File: src/hw/mem_pkg.sv
// pipeline memory access types
package mem_pkg;

  // data path and memory geometry
  localparam int XLEN        = 64;
  localparam int MEM_WORDS   = 256; // depth in XLEN words
  localparam int MEM_LATENCY = 2;   // slave cycles from accept to response

  // access width, also fixes the natural alignment
  typedef enum logic [1:0] {
    SIZE_B = 2'd0, // 1 byte
    SIZE_H = 2'd1, // 2 bytes
    SIZE_W = 2'd2, // 4 bytes
    SIZE_D = 2'd3  // 8 bytes
  } access_size_e;

  // one request from the pipeline
  // load and store are strobes, at most one is set
  typedef struct packed {
    logic              load;
    logic              store;
    logic [XLEN-1:0]   addr;
    logic [XLEN-1:0]   wdata;
    access_size_e      size;
    logic              sext;  // sign extend load data
  } mem_req_t;

endpackage

File: src/hw/bus_pkg.sv
// bus channel payload types
package bus_pkg;

  // byte offset bits inside one word
  localparam int ADDR_LSB = 3;

  // one strobe bit per byte lane
  localparam int STRB_W = mem_pkg::XLEN / 8;

  // write request channel payload
  typedef struct packed {
    logic [mem_pkg::XLEN-1:0] addr;
    logic [mem_pkg::XLEN-1:0] data; // already on its byte lanes
    logic [STRB_W-1:0]        strb;
  } bus_wreq_t;

  // read request channel payload, whole word comes back
  typedef struct packed {
    logic [mem_pkg::XLEN-1:0] addr;
  } bus_rreq_t;

endpackage

File: src/hw/mem_lane_align.sv
// byte lane alignment
module mem_lane_align (
  input  logic [mem_pkg::XLEN-1:0]   wdata_i,
  input  logic [bus_pkg::ADDR_LSB-1:0] addr_off_i,
  input  mem_pkg::access_size_e      size_i,
  input  logic                       sext_i,
  input  logic [mem_pkg::XLEN-1:0]   rdata_i,
  output logic [mem_pkg::XLEN-1:0]   wdata_o,
  output logic [bus_pkg::STRB_W-1:0] strb_o,
  output logic [mem_pkg::XLEN-1:0]   load_data_o
);

  logic [bus_pkg::STRB_W-1:0] size_mask;
  logic [mem_pkg::XLEN-1:0]   rshift;
  logic [5:0]                 bit_off;

  assign bit_off = {addr_off_i, 3'b000}; // bytes to bits

  // size-many ones, low aligned
  always_comb begin
    case (size_i)
      mem_pkg::SIZE_B: size_mask = 8'h01;
      mem_pkg::SIZE_H: size_mask = 8'h03;
      mem_pkg::SIZE_W: size_mask = 8'h0f;
      default:         size_mask = 8'hff;
    endcase
  end

  // store path
  assign wdata_o = wdata_i << bit_off;
  assign strb_o  = size_mask << addr_off_i;

  // load path, addressed bytes down to lane 0
  assign rshift = rdata_i >> bit_off;

  always_comb begin
    case (size_i)
      mem_pkg::SIZE_B:
        load_data_o = {{(mem_pkg::XLEN-8){sext_i & rshift[7]}}, rshift[7:0]};
      mem_pkg::SIZE_H:
        load_data_o = {{(mem_pkg::XLEN-16){sext_i & rshift[15]}}, rshift[15:0]};
      mem_pkg::SIZE_W:
        load_data_o = {{(mem_pkg::XLEN-32){sext_i & rshift[31]}}, rshift[31:0]};
      default:
        load_data_o = rshift; // full word, nothing to extend
    endcase
  end

endmodule

File: src/hw/bus_req_slot.sv
// single entry bus request holder
module bus_req_slot #(
  parameter type payload_t = logic [63:0]
) (
  input  logic     clk,
  input  logic     reset_i,
  input  logic     load_i,
  input  payload_t payload_i,
  output logic     valid_o,
  input  logic     ready_i,
  output payload_t payload_o
);

  // valid stays up until the slave takes it
  always_ff @(posedge clk) begin
    if (reset_i) begin
      valid_o <= 1'b0;
    end else if (load_i) begin
      valid_o <= 1'b1;
    end else if (valid_o && ready_i) begin
      valid_o <= 1'b0; // transfer done
    end
  end

  always_ff @(posedge clk) begin
    if (load_i) begin
      payload_o <= payload_i;
    end
  end

  // payload must not move under a stalled handshake
  a_payload_stable: assert property (
    @(posedge clk) disable iff (reset_i)
    valid_o && !ready_i |=> $stable(payload_o)
  ) else $error("bus_req_slot: payload changed while waiting for ready");

  // the sequencer may only refill an empty slot
  a_no_overwrite: assert property (
    @(posedge clk) disable iff (reset_i)
    valid_o |-> !load_i
  ) else $error("bus_req_slot: load while request still pending");

endmodule

File: src/hw/mem_access_unit.sv
// load and store access sequencer
module mem_access_unit (
  input  logic                     clk,
  input  logic                     reset_i,
  input  mem_pkg::mem_req_t        req_i,
  output logic                     stall_o,
  output logic                     done_o,
  output logic [mem_pkg::XLEN-1:0] load_data_o,
  output logic                     wreq_valid_o,
  input  logic                     wreq_ready_i,
  output bus_pkg::bus_wreq_t       wreq_o,
  input  logic                     wresp_valid_i,
  output logic                     wresp_ready_o,
  output logic                     rreq_valid_o,
  input  logic                     rreq_ready_i,
  output bus_pkg::bus_rreq_t       rreq_o,
  input  logic                     rresp_valid_i,
  output logic                     rresp_ready_o,
  input  logic [mem_pkg::XLEN-1:0] rresp_data_i
);

  typedef enum logic [1:0] {ST_IDLE, ST_REQ, ST_RESP, ST_DONE} state_e;

  state_e state_q;

  logic accept;
  logic req_xfer;
  logic resp_xfer;
  logic misalign;
  logic is_load_q;
  logic sext_q;
  logic [bus_pkg::ADDR_LSB-1:0] off_q;
  mem_pkg::access_size_e        size_q;

  logic [bus_pkg::ADDR_LSB-1:0] off_sel;
  mem_pkg::access_size_e        size_sel;
  logic                         sext_sel;
  logic [mem_pkg::XLEN-1:0]     wdata_al;
  logic [bus_pkg::STRB_W-1:0]   strb_al;
  logic [mem_pkg::XLEN-1:0]     load_al;
  bus_pkg::bus_wreq_t           wreq_new;
  bus_pkg::bus_rreq_t           rreq_new;

  assign stall_o = (state_q == ST_REQ) || (state_q == ST_RESP);
  assign done_o  = (state_q == ST_DONE);
  assign accept  = !stall_o && (req_i.load || req_i.store); // done cycle can take the next one

  assign req_xfer  = is_load_q ? (rreq_valid_o && rreq_ready_i)
                               : (wreq_valid_o && wreq_ready_i);
  assign resp_xfer = is_load_q ? (rresp_valid_i && rresp_ready_o)
                               : (wresp_valid_i && wresp_ready_o);

  assign wresp_ready_o = (state_q == ST_RESP) && !is_load_q;
  assign rresp_ready_o = (state_q == ST_RESP) && is_load_q;

  always_ff @(posedge clk) begin
    if (reset_i) begin
      state_q <= ST_IDLE;
    end else begin
      case (state_q)
        ST_REQ:  if (req_xfer) state_q <= ST_RESP;
        ST_RESP: if (resp_xfer) state_q <= ST_DONE;
        default: state_q <= accept ? ST_REQ : ST_IDLE;
      endcase
    end
  end

  // access shape kept for the load return path
  always_ff @(posedge clk) begin
    if (accept) begin
      is_load_q <= req_i.load;
      off_q     <= req_i.addr[bus_pkg::ADDR_LSB-1:0];
      size_q    <= req_i.size;
      sext_q    <= req_i.sext;
    end
    if (rresp_valid_i && rresp_ready_o) begin
      load_data_o <= load_al;
    end
  end

  // live request while idle, latched copy while busy
  assign off_sel  = stall_o ? off_q : req_i.addr[bus_pkg::ADDR_LSB-1:0];
  assign size_sel = stall_o ? size_q : req_i.size;
  assign sext_sel = stall_o ? sext_q : req_i.sext;

  mem_lane_align u_align (
    .wdata_i     (req_i.wdata),
    .addr_off_i  (off_sel),
    .size_i      (size_sel),
    .sext_i      (sext_sel),
    .rdata_i     (rresp_data_i),
    .wdata_o     (wdata_al),
    .strb_o      (strb_al),
    .load_data_o (load_al)
  );

  always_comb begin
    wreq_new.addr = req_i.addr;
    wreq_new.data = wdata_al;
    wreq_new.strb = strb_al;
    rreq_new.addr = req_i.addr;
  end

  bus_req_slot #(.payload_t(bus_pkg::bus_wreq_t)) u_wslot (
    .clk       (clk),
    .reset_i   (reset_i),
    .load_i    (accept && req_i.store),
    .payload_i (wreq_new),
    .valid_o   (wreq_valid_o),
    .ready_i   (wreq_ready_i),
    .payload_o (wreq_o)
  );

  bus_req_slot #(.payload_t(bus_pkg::bus_rreq_t)) u_rslot (
    .clk       (clk),
    .reset_i   (reset_i),
    .load_i    (accept && req_i.load),
    .payload_i (rreq_new),
    .valid_o   (rreq_valid_o),
    .ready_i   (rreq_ready_i),
    .payload_o (rreq_o)
  );

  // low address bits that must be zero for this size
  always_comb begin
    case (req_i.size)
      mem_pkg::SIZE_B: misalign = 1'b0;
      mem_pkg::SIZE_H: misalign = req_i.addr[0];
      mem_pkg::SIZE_W: misalign = |req_i.addr[1:0];
      default:         misalign = |req_i.addr[2:0];
    endcase
  end

  a_aligned: assert property (
    @(posedge clk) disable iff (reset_i)
    accept |-> !misalign
  ) else $error("mem_access_unit: misaligned access accepted");

  a_one_kind: assert property (
    @(posedge clk) disable iff (reset_i)
    !(req_i.load && req_i.store)
  ) else $error("mem_access_unit: load and store set together");

endmodule

File: config.mk
export PLATFORM = sky130hd
export DESIGN_NAME = mem_access_unit
export DESIGN_NICKNAME = d
export VERILOG_FILES = /design/src/hw/mem_pkg.sv /design/src/hw/bus_pkg.sv /design/src/hw/mem_lane_align.sv /design/src/hw/bus_req_slot.sv /design/src/hw/mem_access_unit.sv
export SDC_FILE = /design/constraint.sdc
export NUM_CORES = 1
export LEC_CHECK = 0
export ABC_AREA = 1
export BUFFER_PORTS_ARGS = -buffer_cell sky130_fd_sc_hd__buf_4
export CORE_MARGIN = 10
export CORE_UTILIZATION = 40
export DETAILED_ROUTE_END_ITERATION = 8
export PLACE_DENSITY = 0.8
export SYNTH_ARGS = -nofsm -noshare
export SYNTH_HDL_FRONTEND = slang
export SYNTH_SLANG_ARGS = --single-unit
File: constraint.sdc
create_clock -name clk -period 4.7 [get_ports clk]
set_clock_uncertainty 0.1 [all_clocks]
set_input_delay 0.235 -clock clk [delete_from_list [all_inputs] [get_ports clk]]
set_output_delay 0.235 -clock clk [all_outputs]
set_load 0.005 [all_outputs]
After elaboration in Yosys (flattened, before gate mapping)
Cells that the tools add are included.
{"block": "word_totals", "reg_bits": 275, "output_inout_bits": 270, "wordCells": 57}
{"block": "classes", "n_shift": 3, "muxes": 15, "n_bitwise": 3, "reduce_logical": 17, "eq_ne": 7}
{"operator": "$pmux W64 S3", "count": 1}
{"operator": "$shl A64 B6 Y64", "count": 1}
{"operator": "$shr A64 B6 Y64", "count": 1}
{"operator": "$pmux W8 S3", "count": 1}
{"operator": "$logic_and A1 B1 Y1", "count": 9}
{"operator": "$mux W1", "count": 8}
{"operator": "$shl A8 B3 Y8", "count": 1}
{"operator": "$eq A2 B2 Y1 const B", "count": 3}
{"operator": "$mux W2", "count": 3}
{"operator": "$eq A2 B1 Y1 const B", "count": 2}
{"operator": "$ne A2 B2 Y1 const B", "count": 2}
{"operator": "$pmux W2 S2", "count": 1}
{"operator": "$reduce_bool A2 Y1", "count": 2}
{"operator": "$and A1 B1 Y1", "count": 3}
{"operator": "$mux W3", "count": 1}
{"operator": "$logic_not A1 Y1", "count": 2}
{"operator": "$logic_not A2 Y1", "count": 1}
{"operator": "$logic_or A1 B1 Y1", "count": 2}
{"operator": "$reduce_and A2 Y1", "count": 1}

Longest topological paths before layout
{"block": "logic_depth", "word_depth": 6, "depth_mapped": 15, "depth_no_buf": 13}

Modules after synthesis
A second synthesis with hierarchy kept.
{"block": "unflattened", "cells_unflattened": 1182, "area_unflattened_um2": 12440.7}
{"module": "bus_req_slot (u_wslot)", "instances": 1, "cells_per_inst": 141, "seq_area_each_um2": 4103.9, "area_per_inst_um2": 4124.0}
{"module": "mem_lane_align", "instances": 1, "cells_per_inst": 846, "seq_area_each_um2": 0.0, "area_per_inst_um2": 3911.3}
{"module": "mem_access_unit", "instances": 1, "cells_per_inst": 126, "seq_area_each_um2": 2172.1, "area_per_inst_um2": 2443.6}
{"module": "bus_req_slot (u_rslot)", "instances": 1, "cells_per_inst": 69, "seq_area_each_um2": 1941.9, "area_per_inst_um2": 1961.9}

Worst setup path after synthesis
Ideal clock, no wire load.
{"block": "synth_path", "path_kind": "reg2reg", "from": "register state_q[0]", "to": "register u_wslot.payload_o[0] in the netlist's numbering, enable pin", "stages_incl_launch_ff": 8, "period_less_slack_ns": 4.503, "n_path_buf": 1, "slack_ns": 0.197, "required_ns": 4.111, "t_arrival_ns": 3.914, "path_cell_list": "dfxtp_1 -> inv_1 -> ha_1 -> buf_4 -> o21ai_0 -> inv_1 -> nand2_1 -> inv_1"}
{"block": "synth_between", "elab_chain_cells": 5, "word_cells_on_any_way": 6, "classes_between": "eq/ne (2); reduce/logical (4)"}
{"element": "start: declaration", "line": "mem_access_unit.sv:24", "text": "state_e state_q;"}
{"element": "start signal: assignment", "line": "mem_access_unit.sv:63", "text": "default: state_q <= accept ? ST_REQ : ST_IDLE;"}
{"element": "$eq A2 B1 Y1 or $eq A2 B2 Y1 (tied branches)", "line": "mem_access_unit.sv:44", "text": "assign stall_o = (state_q == ST_REQ) || (state_q == ST_RESP);"}
{"element": "$logic_or A1 B1 Y1 *", "line": "mem_access_unit.sv:44"}
{"element": "$logic_not A1 Y1 *", "line": "mem_access_unit.sv:46", "text": "assign accept = !stall_o && (req_i.load || req_i.store);"}
{"element": "$logic_and A1 B1 Y1 *", "line": "mem_access_unit.sv:46"}
{"element": "via accept", "line": "mem_access_unit.sv:26", "text": "logic accept;"}
{"element": "$logic_and A1 B1 Y1 *", "line": "mem_access_unit.sv:107", "text": ".load_i (accept && req_i.store),"}
{"element": "via u_wslot.load_i", "line": "bus_req_slot.sv:7", "text": "input logic load_i,"}
{"element": "end signal: assignment", "line": "bus_req_slot.sv:27", "text": "payload_o <= payload_i;"}
{"element": "end: declaration", "line": "bus_req_slot.sv:11", "text": "output payload_t payload_o"}
Mark *: on every way through the listed nets, which the timed path passes. The rest lies on a longest branch.
A chain may end at the register's enable or synchronous reset.

Worst setup path after layout
{"block": "layout_path", "from": "register state_q[0]", "to": "register u_wslot.payload_o[12] in the netlist's numbering (data pin)"}
{"block": "layout_between", "elab_chain_cells": 4, "word_cells_on_any_way": 5, "classes_between": "eq/ne (2); shift (1); mux (1); reduce/logical (1)"}
{"element": "$eq A2 B1 Y1 or $eq A2 B2 Y1 (tied branches)", "line": "mem_access_unit.sv:44"}
{"element": "$logic_or A1 B1 Y1 *", "line": "mem_access_unit.sv:44"}
{"element": "$mux W3 *", "line": "mem_access_unit.sv:82", "text": "assign off_sel = stall_o ? off_q : req_i.addr[bus_pkg::ADDR_LSB-1:0];"}
{"element": "$shl A64 B6 Y64 *", "line": "mem_lane_align.sv:30", "text": "assign wdata_o = wdata_i << bit_off;"}
Every way passes the cells marked *; elsewhere a longest branch is shown, timed or not.

==> impl_metrics.csv <==
group,metric,value,unit
synth,synth_top_area_share,64.5,%
floorplanning,chipWidth,198,um
floorplanning,die_height,198,um
setup_path,cp.arrival,4.04,ns
timing,hold_viol_final,0,
job,drv_cap,0,
setup_path,critPathLaunchType,"flop",
timing,min_period,3.75,ns
floorplanning,initial_core_util,40.9,%
place,place_hpwl,37600,um
place,dpl_cell_area,16400,um^2
routing,drt_iter0_drc,1299,
synth,ys_top_cells_by_area,"edfxtp_1 65%, nand2_1 9.1%, o21ai_0 5.4%, inv_1 2.8%, nand3_1 2.8%",
timing,final_max_slew_viol_count,0,
synth,synth.net_count,1433,
global_route,antenna_found_initial,4,
layout,final_area,18300,um^2
clock_network,numCtsBuffers,30,
layout,stdcell_count,2175,
routing,viasPerCell,5.37,
synth,avgSynthCellArea,10.3,um^2
synth,synth_cell_types,31,
setup_path,crit_chain,"inv_1, ha_1, inv_2, nand2_1, nand2_2, inv_2, buf_4, nand2_1, nor2_1",
clock_network,hold_buffers,87,
timing,worst_pin_slew,0.995,ns
global_route,grt_overflow_total,0,
synth,synth_seq_area_share,65.2,%
clock_network,clkSinkCount,275,
timing,max_freq,0.267,GHz
pwr,clock_power_share,18.4,%
setup_path,reg2reg_from,"state_q[0]$_SDFFE_PP0P_",
clock_network,insertion_delay,0.56,ns
setup_path,crit_path_end_kind,"flop",
clock_network,h-tree-depth,1,
clock_network,cts_tree,"yes",
clock_network,cts_resized,0,
global_route,grt_max_degree,91,
layout,area_growth,44.9,%
routing,drt_pass1_iterations,8,
hold_path,whs_endpoint,"u_wslot.payload_o[63]$_DFFE_PP_",
setup_path,crit_required,4.99,ns
pwr,p_per_area,720,nW/um^2
setup_path,slowest_delay,0.68,ns
synth,yosys_warnings,0,
setup_path,ff2ff_path_depth,9,
pwr,leakage,7.91,nW
timing,fin_crit_sh,79.8,%
clock_network,post_cts_buffers,0,
global_route,track_usage,25.2,%
pwr,vdd_drop_max,0.000715,V
pwr,swShare,42.5,%
global_route,grt_first_pass_wirelength,74900,um
setup_path,r2r-end,"u_wslot.payload_o[12]$_SDFFCE_PP0P_",
outcome,outcome,"finished clean",
setup_path,crit_path_max_fanout,76,
layout,drive_gt1_share,31.2,%
hold_path,min-delay-start,"req_i[58]",
setup_path,crit_type,"flop to flop",
place,place.gp.congestion,1.01,
hold_path,hp-class,"input pin to flop",
pwr,power_frac_comb,49.6,%
pwr,p_sw,0.00560,W
routing,antenna_left,0,
synth,syn_area,12600,um^2
clock_network,clockRootBuffer,"clkbuf_16",
clock_network,path_clk_slew,0.06,ns
place,dp_cells,2031,
pwr,seqPwrFrac,32.0,%
floorplanning,die_area,39000,um^2
floorplanning,core-area,30800,um^2
clock_network,ctsLongestPathBuffers,3,
synth,yosys.area.top_type,"edfxtp_1",
pwr,internal_power,0.00756,W
timing,setup_viol,0,
routing,drc,0,
routing,totalWireLength,51800,um
layout,layout.nets,1960,
place,port_buffers,472,
timing,relSlewSlack,33.7,%
synth,ys_ff_latch,275,
timing,final.setup.tns,0,ns
floorplanning,num_rows,64,
synth,synth_cells,1227,
floorplanning,ios,473,
hold_path,whs_path_depth,5,
setup_path,cp_slowest_cell,"buf_4",
setup_path,r2r_slack,0.95,ns
global_route,grt_pass1_vias,11500,
routing,wl_per_cell,23.8,um
timing,rsz0062_at_grt,"false",
routing,via_count,11700,
## layout make-up
cell class | instances | area [um^2]
sequential | 275 | 8220
tap | 396 | 495
fill | 2481 | 12600
multi-input combinational | 772 | 3620
clock inverter | 17 | 203
antenna | 3 | 7.51
inverter | 99 | 377
clock buffer | 37 | 798
timing repair buffer | 576 | 4550
## critical path: cells and delay by family (launching register included)
family | cells | cell delay, ns
flops | 1 | 0.40
buf+inv | 4 | 1.41
fa+ha+maj | 1 | 0.50
simple gates | 4 | 1.08
## Yosys cell counts
master	instances
nor3_1	2
buf_1	5
a21oi_1	27
nand2_4	2
o21ai_1	41
buf_6	4
a31oi_1	5
inv_2	4
edfxtp_1	271
mux2i_1	1
o311ai_0	1
buf_2	46
inv_1	95
nand4_1	34
and2_1	1
o22ai_1	17
buf_4	7
dfxtp_1	4
nor2_4	1
nand3_1	71
nand2_1	307
nor2_1	82
ha_1	3
clkbuf_1	19
o21ai_0	136
nand2_2	3
nor2_2	1
nand3_2	3
o211ai_1	27
o211ai_2	1
or2_1	6
## logic make-up (layout without fill, tap and decap cells)
kind of cell	count (synthesis)	count (layout)	share of synthesized area [%]
and+or+nand+nor	513	513	17.2
AOI/OAI and AO/OA	255	255	11.0
muxes	1	1	0.0794
other	0	3	0
adders and majority gates	3	3	0.298
buffers and inverters	180	729	6.26
DFF	275	275	65.2
## per-stage QoR
stage | hold slack [ns] | power (W) | util (%) | worst slack (ns)
after floorplan | 0.204 | 0.00812 | - | 0.197
after global placement | 0.320 | 0.0104 | 53.2 | 1.23
after detailed placement | 0.323 | 0.0106 | 53.2 | 1.10
after CTS | 0.0188 | 0.0131 | 59.2 | 1.09
after global routing | 0.0545 | 0.0140 | 59.3 | 0.708
final | 0.0373 | 0.0132 | 59.3 | 0.948
## how the worst max path moves through the flow
| stage | startpoint | to |
|---|---|---|
| final | state_q[0]$_SDFFE_PP0P_ | u_wslot.payload_o[12]$_SDFFCE_PP0P_ |
| after global routing | state_q[0]$_SDFFE_PP0P_ | u_wslot.payload_o[13]$_SDFFCE_PP0P_ |
| after CTS | state_q[0]$_SDFFE_PP0P_ | u_wslot.payload_o[13]$_SDFFCE_PP0P_ |
| after detailed placement | state_q[0]$_SDFFE_PP0P_ | u_wslot.payload_o[14]$_SDFFCE_PP0P_ |
| after floorplan | state_q[0]$_SDFFE_PP0P_ | u_wslot.payload_o[0]$_SDFFCE_PP0P_ |
| after global placement | state_q[0]$_SDFFE_PP0P_ | load_data_o[24]$_DFFE_PP_ |
## layout by cell type, fill, tap and decap left out, types with 31 or more instances in the layout
cell	synthesis	final
nand3_1	71	71
nand2_1	307	305
nand4_1	34	34
inv_1	95	93
nor2_1	82	81
buf_4	7	488
o21ai_1	41	41
dlygate4sd3_1	0	87
clkbuf_16	0	31
edfxtp_1	271	271
o21ai_0	136	136
## sequential cells by signal, summed over array words and instances (netlist names)
register / flops
sext_q: 1
u_wslot.payload_o: 136
state_q: 2
off_q: 3
u_rslot.valid_o: 1
load_data_o: 64
u_rslot.payload_o: 64
size_q: 2
u_wslot.valid_o: 1
is_load_q: 1
## per-layer routing
metal / vias to the layer above / GRT usage, % / routed length [um]
met1: 5522 / 31.0 / 20200
met4: 0 / 10.1 / 1950
met3: 104 / 7.17 / 5560
met2: 704 / 41.0 / 24100
met5: - / 0 / 0
li1: 5343 / - / -
## power groups by stage
| stage | Sequential, W | Clock (W) | Combinational, W |
|---|---|---|---|
| global route | 0.00427 | 0.00254 | 0.00717 |
| global placement | 0.00423 | 0 | 0.00620 |
| floorplan | 0.00430 | 0 | 0.00382 |
| CTS | 0.00420 | 0.00245 | 0.00643 |
| finish | 0.00422 | 0.00242 | 0.00652 |
| detailed placement | 0.00424 | 0 | 0.00632 |
Power figures use the tool's default switching activity.
